--- src/verilog/scope_chan_pkg.sv ---
package scope_chan_pkg;

  localparam int N_CH  = 2;
  localparam int SMP_W = 14;   // ADC sample width
  localparam int RSZ   = 14;   // Buffer depth 2^RSZ
  localparam int DEC_W = 17;
  localparam int BUS_W = 32;

  typedef logic signed [SMP_W-1:0] smp_t;

  // Trigger settings of one channel
  typedef struct packed {
    smp_t             tresh;
    smp_t             hyst;
    logic [31:0]      dly;
    logic [DEC_W-1:0] dec;
    logic             dec1;   // Decimation is one
  } chan_cfg_t;

  typedef struct packed {
    logic       arm;          // Pulse
    logic       acq_rst;      // Pulse
    logic       trig_sw;      // Pulse
    logic       new_trg_src;  // Pulse
    logic       we_keep;      // Level
    logic [3:0] trg_src;
  } chan_cmd_t;

  // Acquisition status from the capture logic
  typedef struct packed {
    logic [7:0]     adc_state;
    logic [7:0]     trg_state;
    logic [RSZ-1:0] wp_cur;
    logic [RSZ-1:0] wp_trig;
    logic [31:0]    we_cnt;
  } chan_status_t;

endpackage

--- src/verilog/scope_regmap_pkg.sv ---
package scope_regmap_pkg;

  localparam int DEC_BITS = 20;  // Address bits seen by the decoder

  localparam logic [DEC_BITS-1:0] ADR_CTRL    = 20'h00000;
  localparam logic [DEC_BITS-1:0] ADR_TRIG    = 20'h00004;
  localparam logic [DEC_BITS-1:0] ADR_TRESH0  = 20'h00008;
  localparam logic [DEC_BITS-1:0] ADR_TRESH1  = 20'h0000C;
  localparam logic [DEC_BITS-1:0] ADR_DLY0    = 20'h00010;
  localparam logic [DEC_BITS-1:0] ADR_DEC0    = 20'h00014;
  localparam logic [DEC_BITS-1:0] ADR_WPCUR0  = 20'h00018;
  localparam logic [DEC_BITS-1:0] ADR_WPTRIG0 = 20'h0001C;
  localparam logic [DEC_BITS-1:0] ADR_HYST0   = 20'h00020;
  localparam logic [DEC_BITS-1:0] ADR_HYST1   = 20'h00024;
  localparam logic [DEC_BITS-1:0] ADR_WECNT0  = 20'h0002C;
  localparam logic [DEC_BITS-1:0] CH1_OFS     = 20'h00100;  // Channel 1 copy of dly..wecnt

  localparam scope_chan_pkg::smp_t RST_TRESH0 = 14'sd5000;
  localparam scope_chan_pkg::smp_t RST_TRESH1 = -14'sd5000;
  localparam scope_chan_pkg::smp_t RST_HYST   = 14'sd20;
  localparam logic [31:0]          RST_DLY    = 32'd0;

  localparam logic [scope_chan_pkg::DEC_W-1:0] RST_DEC = 1;

  typedef enum logic [3:0] {
    SEL_CTRL, SEL_TRIG,
    SEL_TRESH, SEL_HYST, SEL_DLY, SEL_DEC,
    SEL_WPCUR, SEL_WPTRIG, SEL_WECNT,
    SEL_BRAM,
    SEL_NONE
  } reg_sel_e;

  // Bus request after address decode
  typedef struct packed {
    logic                             wen;
    logic                             ren;
    reg_sel_e                         sel;
    logic                             chan;
    logic [scope_chan_pkg::BUS_W-1:0] wdata;
  } bus_req_t;

endpackage
--- src/verilog/scope_bus_decode.sv ---
`timescale 1ns/10ps

module scope_bus_decode (
  input  logic                             adc_clk_i,
  input  logic                             adc_rstn_i,
  input  logic [scope_chan_pkg::BUS_W-1:0] sys_addr_i,
  input  logic [scope_chan_pkg::BUS_W-1:0] sys_wdata_i,
  input  logic                             sys_wen_i,
  input  logic                             sys_ren_i,
  output scope_regmap_pkg::bus_req_t       req_o
);
  import scope_chan_pkg::*;
  import scope_regmap_pkg::*;

  logic [DEC_BITS-1:0] adr;
  logic [3:0]          win_dig;
  logic [3:0]          win_idx;
  logic                in_win;
  reg_sel_e            dec_sel;
  logic                dec_chan;
  logic                wen_q;
  logic                ren_q;
  reg_sel_e            sel_q;
  logic                chan_q;
  logic [BUS_W-1:0]    wdata_q;

  assign adr     = sys_addr_i[DEC_BITS-1:0];
  assign win_dig = adr[DEC_BITS-1:DEC_BITS-4];
  assign win_idx = win_dig - 4'd1;  // 0x1xxxx is channel 0
  assign in_win  = (win_dig != 4'd0) && (win_dig <= N_CH);

  always_comb begin
    dec_chan = (adr == ADR_TRESH1) || (adr == ADR_HYST1) || ((adr & CH1_OFS) != '0);
    case (adr)
      ADR_CTRL:                           dec_sel = SEL_CTRL;
      ADR_TRIG:                           dec_sel = SEL_TRIG;
      ADR_TRESH0, ADR_TRESH1:             dec_sel = SEL_TRESH;
      ADR_HYST0, ADR_HYST1:               dec_sel = SEL_HYST;
      ADR_DLY0, ADR_DLY0 + CH1_OFS:       dec_sel = SEL_DLY;
      ADR_DEC0, ADR_DEC0 + CH1_OFS:       dec_sel = SEL_DEC;
      ADR_WPCUR0, ADR_WPCUR0 + CH1_OFS:   dec_sel = SEL_WPCUR;
      ADR_WPTRIG0, ADR_WPTRIG0 + CH1_OFS: dec_sel = SEL_WPTRIG;
      ADR_WECNT0, ADR_WECNT0 + CH1_OFS:   dec_sel = SEL_WECNT;
      default:                            dec_sel = in_win ? SEL_BRAM : SEL_NONE;
    endcase
    if (dec_sel == SEL_BRAM)
      dec_chan = win_idx[0];  // Window digit picks the buffer
  end

  always_ff @(posedge adc_clk_i) begin
    if (!adc_rstn_i) begin
      wen_q <= 1'b0;
      ren_q <= 1'b0;
      sel_q <= SEL_NONE;
    end else begin
      wen_q <= sys_wen_i;
      ren_q <= sys_ren_i;
      sel_q <= dec_sel;   // Held window address keeps SEL_BRAM
    end
  end

  always_ff @(posedge adc_clk_i) begin
    chan_q  <= dec_chan;
    wdata_q <= sys_wdata_i;
  end

  assign req_o = '{wen: wen_q, ren: ren_q, sel: sel_q, chan: chan_q, wdata: wdata_q};

  assert property (@(posedge adc_clk_i) disable iff (!adc_rstn_i)
    !(sys_wen_i && sys_ren_i));

endmodule

--- src/verilog/scope_cfg_top.sv ---
`timescale 1ns/10ps

module scope_cfg_top (
  input  logic                                                    adc_clk_i,
  input  logic                                                    adc_rstn_i,
  input  logic [scope_chan_pkg::BUS_W-1:0]                        sys_addr_i,
  input  logic [scope_chan_pkg::BUS_W-1:0]                        sys_wdata_i,
  input  logic                                                    sys_wen_i,
  input  logic                                                    sys_ren_i,
  input  scope_chan_pkg::chan_status_t [scope_chan_pkg::N_CH-1:0] status_i,
  input  scope_chan_pkg::smp_t         [scope_chan_pkg::N_CH-1:0] bram_rd_dat_i,
  input  logic [scope_chan_pkg::N_CH-1:0]                         bram_ack_i,
  output logic [scope_chan_pkg::BUS_W-1:0]                        sys_rdata_o,
  output logic                                                    sys_ack_o,
  output scope_chan_pkg::chan_cfg_t    [scope_chan_pkg::N_CH-1:0] cfg_o,
  output scope_chan_pkg::chan_cmd_t    [scope_chan_pkg::N_CH-1:0] cmd_o,
  output logic                                                    indep_mode_o
);
  import scope_chan_pkg::*;
  import scope_regmap_pkg::*;

  bus_req_t             req_q;    // After decode
  bus_req_t             req_d;    // After settings update
  chan_cfg_t [N_CH-1:0] raw_cfg;

  scope_bus_decode u_decode (
    .adc_clk_i   (adc_clk_i),
    .adc_rstn_i  (adc_rstn_i),
    .sys_addr_i  (sys_addr_i),
    .sys_wdata_i (sys_wdata_i),
    .sys_wen_i   (sys_wen_i),
    .sys_ren_i   (sys_ren_i),
    .req_o       (req_q)
  );

  scope_ctrl_regs u_ctrl (
    .adc_clk_i    (adc_clk_i),
    .adc_rstn_i   (adc_rstn_i),
    .req_i        (req_q),
    .req_o        (req_d),
    .raw_cfg_o    (raw_cfg),
    .cfg_o        (cfg_o),
    .cmd_o        (cmd_o),
    .indep_mode_o (indep_mode_o)
  );

  scope_readback u_readback (
    .adc_clk_i     (adc_clk_i),
    .adc_rstn_i    (adc_rstn_i),
    .req_i         (req_d),
    .raw_cfg_i     (raw_cfg),
    .status_i      (status_i),
    .bram_rd_dat_i (bram_rd_dat_i),
    .bram_ack_i    (bram_ack_i),
    .sys_rdata_o   (sys_rdata_o),
    .sys_ack_o     (sys_ack_o)
  );

endmodule

--- src/verilog/scope_ctrl_regs.sv ---
`timescale 1ns/10ps

module scope_ctrl_regs (
  input  logic                                                  adc_clk_i,
  input  logic                                                  adc_rstn_i,
  input  scope_regmap_pkg::bus_req_t                            req_i,
  output scope_regmap_pkg::bus_req_t                            req_o,
  output scope_chan_pkg::chan_cfg_t [scope_chan_pkg::N_CH-1:0]  raw_cfg_o,
  output scope_chan_pkg::chan_cfg_t [scope_chan_pkg::N_CH-1:0]  cfg_o,
  output scope_chan_pkg::chan_cmd_t [scope_chan_pkg::N_CH-1:0]  cmd_o,
  output logic                                                  indep_mode_o
);
  import scope_chan_pkg::*;
  import scope_regmap_pkg::*;

  chan_cmd_t [N_CH-1:0] cmd_raw;
  logic [4*N_CH-1:0]    pulse_all;
  logic                 indep_mode;
  logic                 wr_ctrl;
  logic                 wr_trig;
  logic                 wen_d;
  logic                 ren_d;
  reg_sel_e             sel_d;
  logic                 chan_d;
  logic [BUS_W-1:0]     wdata_d;

  assign wr_ctrl = req_i.wen && (req_i.sel == SEL_CTRL);
  assign wr_trig = req_i.wen && (req_i.sel == SEL_TRIG);

  for (genvar c = 0; c < N_CH; c++) begin : g_ch
    smp_t             tresh_q;
    smp_t             hyst_q;
    logic [31:0]      dly_q;
    logic [DEC_W-1:0] dec_q;
    chan_cmd_t        cmd_q;
    logic [7:0]       lane;
    logic             wr_set;
    logic             follow;

    assign lane   = req_i.wdata[8*c +: 8];  // Byte lane c belongs to channel c
    assign wr_set = req_i.wen && (req_i.chan == c);
    assign follow = (c != 0) && !indep_mode;

    always_ff @(posedge adc_clk_i) begin
      if (!adc_rstn_i) begin
        tresh_q <= (c == 0) ? RST_TRESH0 : RST_TRESH1;
        hyst_q  <= RST_HYST;
        dly_q   <= RST_DLY;
        dec_q   <= RST_DEC;
      end else if (wr_set) begin
        case (req_i.sel)
          SEL_TRESH: tresh_q <= req_i.wdata[SMP_W-1:0];
          SEL_HYST:  hyst_q  <= req_i.wdata[SMP_W-1:0];
          SEL_DLY:   dly_q   <= req_i.wdata[31:0];
          SEL_DEC:   dec_q   <= req_i.wdata[DEC_W-1:0];
          default:   ;
        endcase
      end
    end

    always_ff @(posedge adc_clk_i) begin
      if (!adc_rstn_i) begin
        cmd_q <= '0;
      end else begin
        cmd_q.arm         <= wr_ctrl && lane[0];
        cmd_q.acq_rst     <= wr_ctrl && lane[1];
        cmd_q.trig_sw     <= wr_trig && (lane[3:0] == 4'h1);  // Software source
        cmd_q.new_trg_src <= wr_trig && (lane != 8'h0);
        if (wr_ctrl && (lane != 8'h0))
          cmd_q.we_keep <= lane[3];
        if (wr_trig && (lane != 8'h0))
          cmd_q.trg_src <= lane[3:0];
      end
    end

    assign raw_cfg_o[c] = '{tresh: tresh_q, hyst: hyst_q, dly: dly_q, dec: dec_q,
                            dec1: (dec_q == DEC_W'(1))};
    assign cmd_raw[c]   = cmd_q;
    assign pulse_all[4*c +: 4] = {cmd_q.arm, cmd_q.acq_rst, cmd_q.trig_sw, cmd_q.new_trg_src};

    // Threshold and hysteresis stay per channel
    assign cfg_o[c] = follow ? chan_cfg_t'{tresh: tresh_q, hyst: hyst_q, dly: raw_cfg_o[0].dly,
                                           dec: raw_cfg_o[0].dec, dec1: raw_cfg_o[0].dec1}
                             : raw_cfg_o[c];
    assign cmd_o[c] = follow ? cmd_raw[0] : cmd_raw[c];
  end

  always_ff @(posedge adc_clk_i) begin
    if (!adc_rstn_i) begin
      indep_mode <= 1'b0;
    end else if (wr_ctrl && (req_i.wdata[7:0] != 8'h0)) begin
      indep_mode <= req_i.wdata[5];
    end
  end

  always_ff @(posedge adc_clk_i) begin
    if (!adc_rstn_i) begin
      wen_d <= 1'b0;
      ren_d <= 1'b0;
      sel_d <= SEL_NONE;
    end else begin
      wen_d <= req_i.wen;
      ren_d <= req_i.ren;
      sel_d <= req_i.sel;
    end
  end

  always_ff @(posedge adc_clk_i) begin
    chan_d  <= req_i.chan;
    wdata_d <= req_i.wdata;
  end

  assign req_o        = '{wen: wen_d, ren: ren_d, sel: sel_d, chan: chan_d, wdata: wdata_d};
  assign indep_mode_o = indep_mode;

  // Every command pulse lasts one cycle
  assert property (@(posedge adc_clk_i) disable iff (!adc_rstn_i)
    (|pulse_all) |=> ((pulse_all & $past(pulse_all)) == '0));

endmodule

--- src/verilog/scope_readback.sv ---
`timescale 1ns/10ps

module scope_readback (
  input  logic                                                    adc_clk_i,
  input  logic                                                    adc_rstn_i,
  input  scope_regmap_pkg::bus_req_t                              req_i,
  input  scope_chan_pkg::chan_cfg_t    [scope_chan_pkg::N_CH-1:0] raw_cfg_i,
  input  scope_chan_pkg::chan_status_t [scope_chan_pkg::N_CH-1:0] status_i,
  input  scope_chan_pkg::smp_t         [scope_chan_pkg::N_CH-1:0] bram_rd_dat_i,
  input  logic [scope_chan_pkg::N_CH-1:0]                         bram_ack_i,
  output logic [scope_chan_pkg::BUS_W-1:0]                        sys_rdata_o,
  output logic                                                    sys_ack_o
);
  import scope_chan_pkg::*;
  import scope_regmap_pkg::*;

  chan_cfg_t        cfg_sel;
  chan_status_t     st_sel;
  logic [BUS_W-1:0] reg_rdata;
  logic             reg_ack;
  logic             win_req;
  logic             win_busy;
  logic             win_open;
  logic             bram_hit;
  logic             bram_ack_q;
  logic [BUS_W-1:0] bram_dat_q;

  assign cfg_sel  = raw_cfg_i[req_i.chan];
  assign st_sel   = status_i[req_i.chan];
  assign win_req  = req_i.ren && (req_i.sel == SEL_BRAM);
  assign win_open = win_busy || win_req;
  assign bram_hit = win_open && (req_i.sel == SEL_BRAM) && bram_ack_i[req_i.chan];
  assign reg_ack  = req_i.wen || (req_i.ren && (req_i.sel != SEL_BRAM));

  always_comb begin
    reg_rdata = '0;
    case (req_i.sel)
      SEL_CTRL: begin
        for (int c = 0; c < N_CH; c++)
          reg_rdata[8*c +: 8] = status_i[c].adc_state;
      end
      SEL_TRIG: begin
        for (int c = 0; c < N_CH; c++)
          reg_rdata[8*c +: 8] = status_i[c].trg_state;
      end
      SEL_TRESH:  reg_rdata[SMP_W-1:0] = cfg_sel.tresh;  // Raw pattern, no sign fill
      SEL_HYST:   reg_rdata[SMP_W-1:0] = cfg_sel.hyst;
      SEL_DLY:    reg_rdata            = cfg_sel.dly;
      SEL_DEC:    reg_rdata[DEC_W-1:0] = cfg_sel.dec;
      SEL_WPCUR:  reg_rdata[RSZ-1:0]   = st_sel.wp_cur;
      SEL_WPTRIG: reg_rdata[RSZ-1:0]   = st_sel.wp_trig;
      SEL_WECNT:  reg_rdata            = st_sel.we_cnt;
      default:    reg_rdata            = '0;
    endcase
  end

  always_ff @(posedge adc_clk_i) begin
    if (!adc_rstn_i) begin
      win_busy   <= 1'b0;
      bram_ack_q <= 1'b0;
    end else begin
      bram_ack_q <= bram_hit;
      if (bram_hit)
        win_busy <= 1'b0;
      else if (win_req)
        win_busy <= 1'b1;  // Wait for the buffer ack
    end
  end

  always_ff @(posedge adc_clk_i) begin
    if (bram_hit)
      bram_dat_q <= {{(BUS_W-SMP_W){1'b0}}, bram_rd_dat_i[req_i.chan]};
  end

  assign sys_ack_o   = reg_ack || bram_ack_q;
  assign sys_rdata_o = bram_ack_q ? bram_dat_q : reg_rdata;

  // Window ack only while the window address is still held
  assert property (@(posedge adc_clk_i) disable iff (!adc_rstn_i)
    sys_ack_o |-> (req_i.wen || req_i.ren || (req_i.sel == SEL_BRAM)));

endmodule

--- config.mk ---
export PLATFORM = sky130hd
export DESIGN_NAME = scope_cfg_top
export DESIGN_NICKNAME = d
export VERILOG_FILES = /design/src/verilog/scope_chan_pkg.sv /design/src/verilog/scope_regmap_pkg.sv /design/src/verilog/scope_bus_decode.sv /design/src/verilog/scope_cfg_top.sv /design/src/verilog/scope_ctrl_regs.sv /design/src/verilog/scope_readback.sv
export SDC_FILE = /design/constraint.sdc
export NUM_CORES = 1
export LEC_CHECK = 0
export ABC_AREA = 1
export BUFFER_PORTS_ARGS = -buffer_cell sky130_fd_sc_hd__buf_2
export CAP_MARGIN = 10
export CORE_ASPECT_RATIO = 1.75
export CORE_UTILIZATION = 35
export CTS_CLUSTER_SIZE = 14
export DETAILED_ROUTE_END_ITERATION = 12
export HOLD_SLACK_MARGIN = 0.12
export PLACE_DENSITY = 0.7
export SLEW_MARGIN = 20
export SYNTH_ARGS = -nofsm -noshare
export SYNTH_HDL_FRONTEND = slang
export SYNTH_SLANG_ARGS = --single-unit
export TNS_END_PERCENT = 1
--- constraint.sdc ---
create_clock -name adc_clk_i -period 4.2 [get_ports adc_clk_i]
set_clock_uncertainty 0.05 [all_clocks]
set_input_delay 0.84 -clock adc_clk_i [delete_from_list [all_inputs] [get_ports adc_clk_i]]
set_output_delay 0.84 -clock adc_clk_i [all_outputs]
set_load 0.1 [all_outputs]
==> summary.md <==
| Metric | Value |
|---|---|
| Grt met3 use | 4.273% |
| Initial antenna violation count | 4 |
| Max cap viols | 0 |
| Sink of the worst hold path | u_ctrl.chan_d |
| DRC viols | 0 |
| First drt pass iteration count | 5 |
| Final worst slack | 0.3015 ns |
| Core ar. | 0.03541 mm² |
| Finish-stage setup viols | 0 |
| H-tree depth | 1 |
| Most Crowded Layer GR | met2 |
| Crit Reg-Reg Endpoint | u_ctrl.g_ch[0].hyst_q[6] |
| Synth warn | 0 |
| Syn avg cell area | 6.395 µm² |
| Power per cell area | 335.5 mW/mm² |
| Hpwl dp | 41,190 µm |
| Met2 Track Usage GR | 50.55% |
| Leakage power | 0.007416 µW |
| Cell Area, Synth | 0.01267 mm² |
| Global Route met1 Usage | 31.63% |
| WS Path Type | reg2out |
| Max Buffers Root-to-Sink | 3 |
| RSZ-0062 raised after global routing | false |
| Wire per inst | 20.12 µm |
| Via/cell ratio | 5.077 |
| Die H | 253.7 µm |
| Min-Delay Path Class | reg2reg |
| Status | completed |
| CTS clk-pin slew, worst paths | 0.07 ns |
| Tmin final | 3.899 ns |
| Die width | 145.8 µm |
| Worst Path Arrival | 3.01 ns |
| Total grt overflow | 0 |
| Setup slack, reg-to-reg | 1.63 ns |
| CTS root buf | clkbuf_16 |
| Synthesized flop and latch total | 235 |
| Fillers | 3,771 |
| Total routing usage reported by global routing | 28.65% |
| Antenna viol nets, final | 0 |
| Overall via count from detail_route | 13,860 |
| DRT Wirelength | 54,940 µm |
| Boundary pin count | 458 |
| Distinct cell type count after synthesis | 27 |
| CTS tree | done |
| DIE AREA | 0.03699 mm² |
| Reg2reg path depth | 7 |
| CP Data Required Time | 3.31 ns |
| Worst-margin pin slew | 1.022 ns |
| Worst hold start | u_decode.chan_q |
| Reg area | 0.004852 mm² |
| Worst r2r src | u_decode.wen_q |
| Layout area overhead | 20.17% |
| Crit share post-route | 92.82% |
| CP Launch Type | flip-flop |
| PostCTS Resize Cnt | 0 |
| Worst Path Max Fanout | 17 |
| Post-synthesis sequential area ratio | 38.24% |
| Maximum vdd drop | 256.5 µV |
| Max Slew Vio Count | 0 |
| Critical Path Source | u_ctrl.sel_d[0] |
| Syn Inst Count | 1,981 |
| Row count | 91 |
| Hold Buf Count CTS | 0 |
| Peak Freq | 0.2565 GHz |
| Final setup TNS | 0 ns |
| Share of layout cells above drive strength 1 | 23.51% |
| Vias in the first global route | 12,860 |
| Clk sink count | 235 |
| Clk_lat worst skew | 0.55 ns |
| Nets | 2,497 |
| Worst relative slew slack | 31.84% |
| Final Hold Viols | 0 |
| Multi-input logic area | 0.005974 mm² |
| Synth Net Count | 2,231 |
| Port Buffers | 445 |
| Global-route wire length before repair | 79,250 µm |
| Hold path cells | 0 |
| Setup bufs post-CTS | 0 |
| Initial DRC count | 1,047 |
| Initial Util | 35.78% |
| CP Capture Type | output port |
| Placer Congestion | 0.9600 |
| CTS Buf Count | 24 |
| Pre-CTS setup slack | 0.9206 ns |
| Largest net degree at the start of global routing | 125 |
-- worst max-delay path, stage by stage, from the launching register on --
cell,delay (ns)
dfxtp_1,0.34
inv_1,0.14
nand2_1,0.15
nor3_4,0.69
buf_4,0.37
o211ai_1,0.13
a31oi_1,0.19
buf_2,0.45
-- cell usage after synthesis --
cell type  number  share of area (%)
a21oi_1       182                7.2
a31oi_1         2              0.099
buf_1           5               0.15
buf_2          35                1.4
buf_4         116                6.9
clkbuf_1       74                2.2
clkinv_1        1              0.030
dfxtp_1       221                 35
edfxtp_1       14                3.3
inv_1         130                3.9
inv_2           7               0.21
nand2_1       725                 21
nand2_2         1              0.049
nand3_1        75                3.0
nand3b_1        3               0.18
nand4_1         6               0.30
nor2_1        119                3.5
nor2_2          5               0.25
nor3_1         15               0.59
nor3_2          5               0.40
nor4_1          5               0.25
nor4_4          1               0.17
o211ai_1       18                1.1
o21a_1          1              0.059
o21ai_0       209                8.3
o21ai_1         4               0.16
or2_2           2              0.099
-- worst max path at each step --
stage / end / slack, ns / cells past startpoint
after floorplan: cfg_o[120] / 0.0007 / 3
after global routing: sys_rdata_o[16] / 0.18 / 9
final: sys_rdata_o[14] / 0.30 / 7
after CTS: sys_rdata_o[16] / 0.35 / 9
after global placement: sys_rdata_o[16] / 0.98 / 9
after detailed placement: sys_rdata_o[16] / 0.92 / 9
-- area by class of cell --
cell class / count / share of cell area [%]
repair buffers: 470 / 15.96
flip-flops and latches: 235 / 31.87
well taps: 465 / 3.822
multi-input cells: 1378 / 39.25
clock buffers: 35 / 4.898
clock inverters: 7 / 0.7561
diodes: 2 / 0.03288
inverters: 138 / 3.411
-- registers in the layout (all words and copies together) (netlist names), 4 cells and up --
register and cells:
u_ctrl.g_ch.dly_q 64, u_ctrl.g_ch.dec_q 34, u_decode.wdata_q 32, u_ctrl.g_ch.hyst_q 28
u_ctrl.g_ch.tresh_q 28, u_readback.bram_dat_q 14, u_ctrl.cmd_o 9, u_ctrl.cmd_raw 9
u_ctrl.sel_d 4, u_decode.sel_q 4
-- where the power goes --
part           switching [µW]  internal, µW  leakage [µW]
registers                38.6          2270       0.00192
clock network             953          1420      0.000425
logic                     286           143       0.00507
total                    1280          3830       0.00742
-- layout by cell type (no fill, tap or decap), types with 5 or more instances in the layout --
cell,Yosys,final
a21oi_1,182,182
edfxtp_1,14,14
o211ai_1,18,18
nand2_1,725,725
inv_2,7,7
nand3_1,75,75
clkbuf_16,0,27
inv_1,130,129
nor3_1,15,15
dfxtp_1,221,219
nor4_1,5,5
buf_2,35,444
nor2_1,119,119
nand4_1,6,6
buf_4,116,25
nor2_2,5,5
o21ai_0,209,209
-- per-layer routing --
metal / wire length, µm / share of wire [%] / up-vias
met5: 22 / 0.040 / -
met1: 20280 / 37 / 6325
met3: 3685 / 6.7 / 141
met2: 27160 / 49 / 642
met4: 3790 / 6.9 / 4
li1: - / - / 6747
-- kinds of logic (layout without fill, tap and decap cells) --
group                  count (synthesis)  count (layout)  synth area share [%]
buffers and inverters                368             650                 14.69
AOI/OAI and AO/OA                    416             416                 16.83
DFF                                  235             235                 38.24
other                                  0               2                     0
and+or+nand+nor                      962             962                 30.24
-- metrics by stage --
| step | util (%) | cell area (µm²) | hold WS (ns) | total power, µW | instances |
|---|---|---|---|---|---|
| after floorplan | - | 12670 | 0.3015 | 2566 | 1981 |
| after global placement | 40.53 | 14350 | 0.3338 | 2780 | 2686 |
| after detailed placement | 40.53 | 14350 | 0.3366 | 2785 | 2686 |
| after CTS | 42.96 | 15210 | 0.3201 | 5144 | 2728 |
| after global routing | 42.98 | 15220 | 0.3262 | 5279 | 2729 |
| final | 42.99 | 15220 | 0.3253 | 5108 | 2730 |
Note: power is estimated with default switching activity, not from simulation.
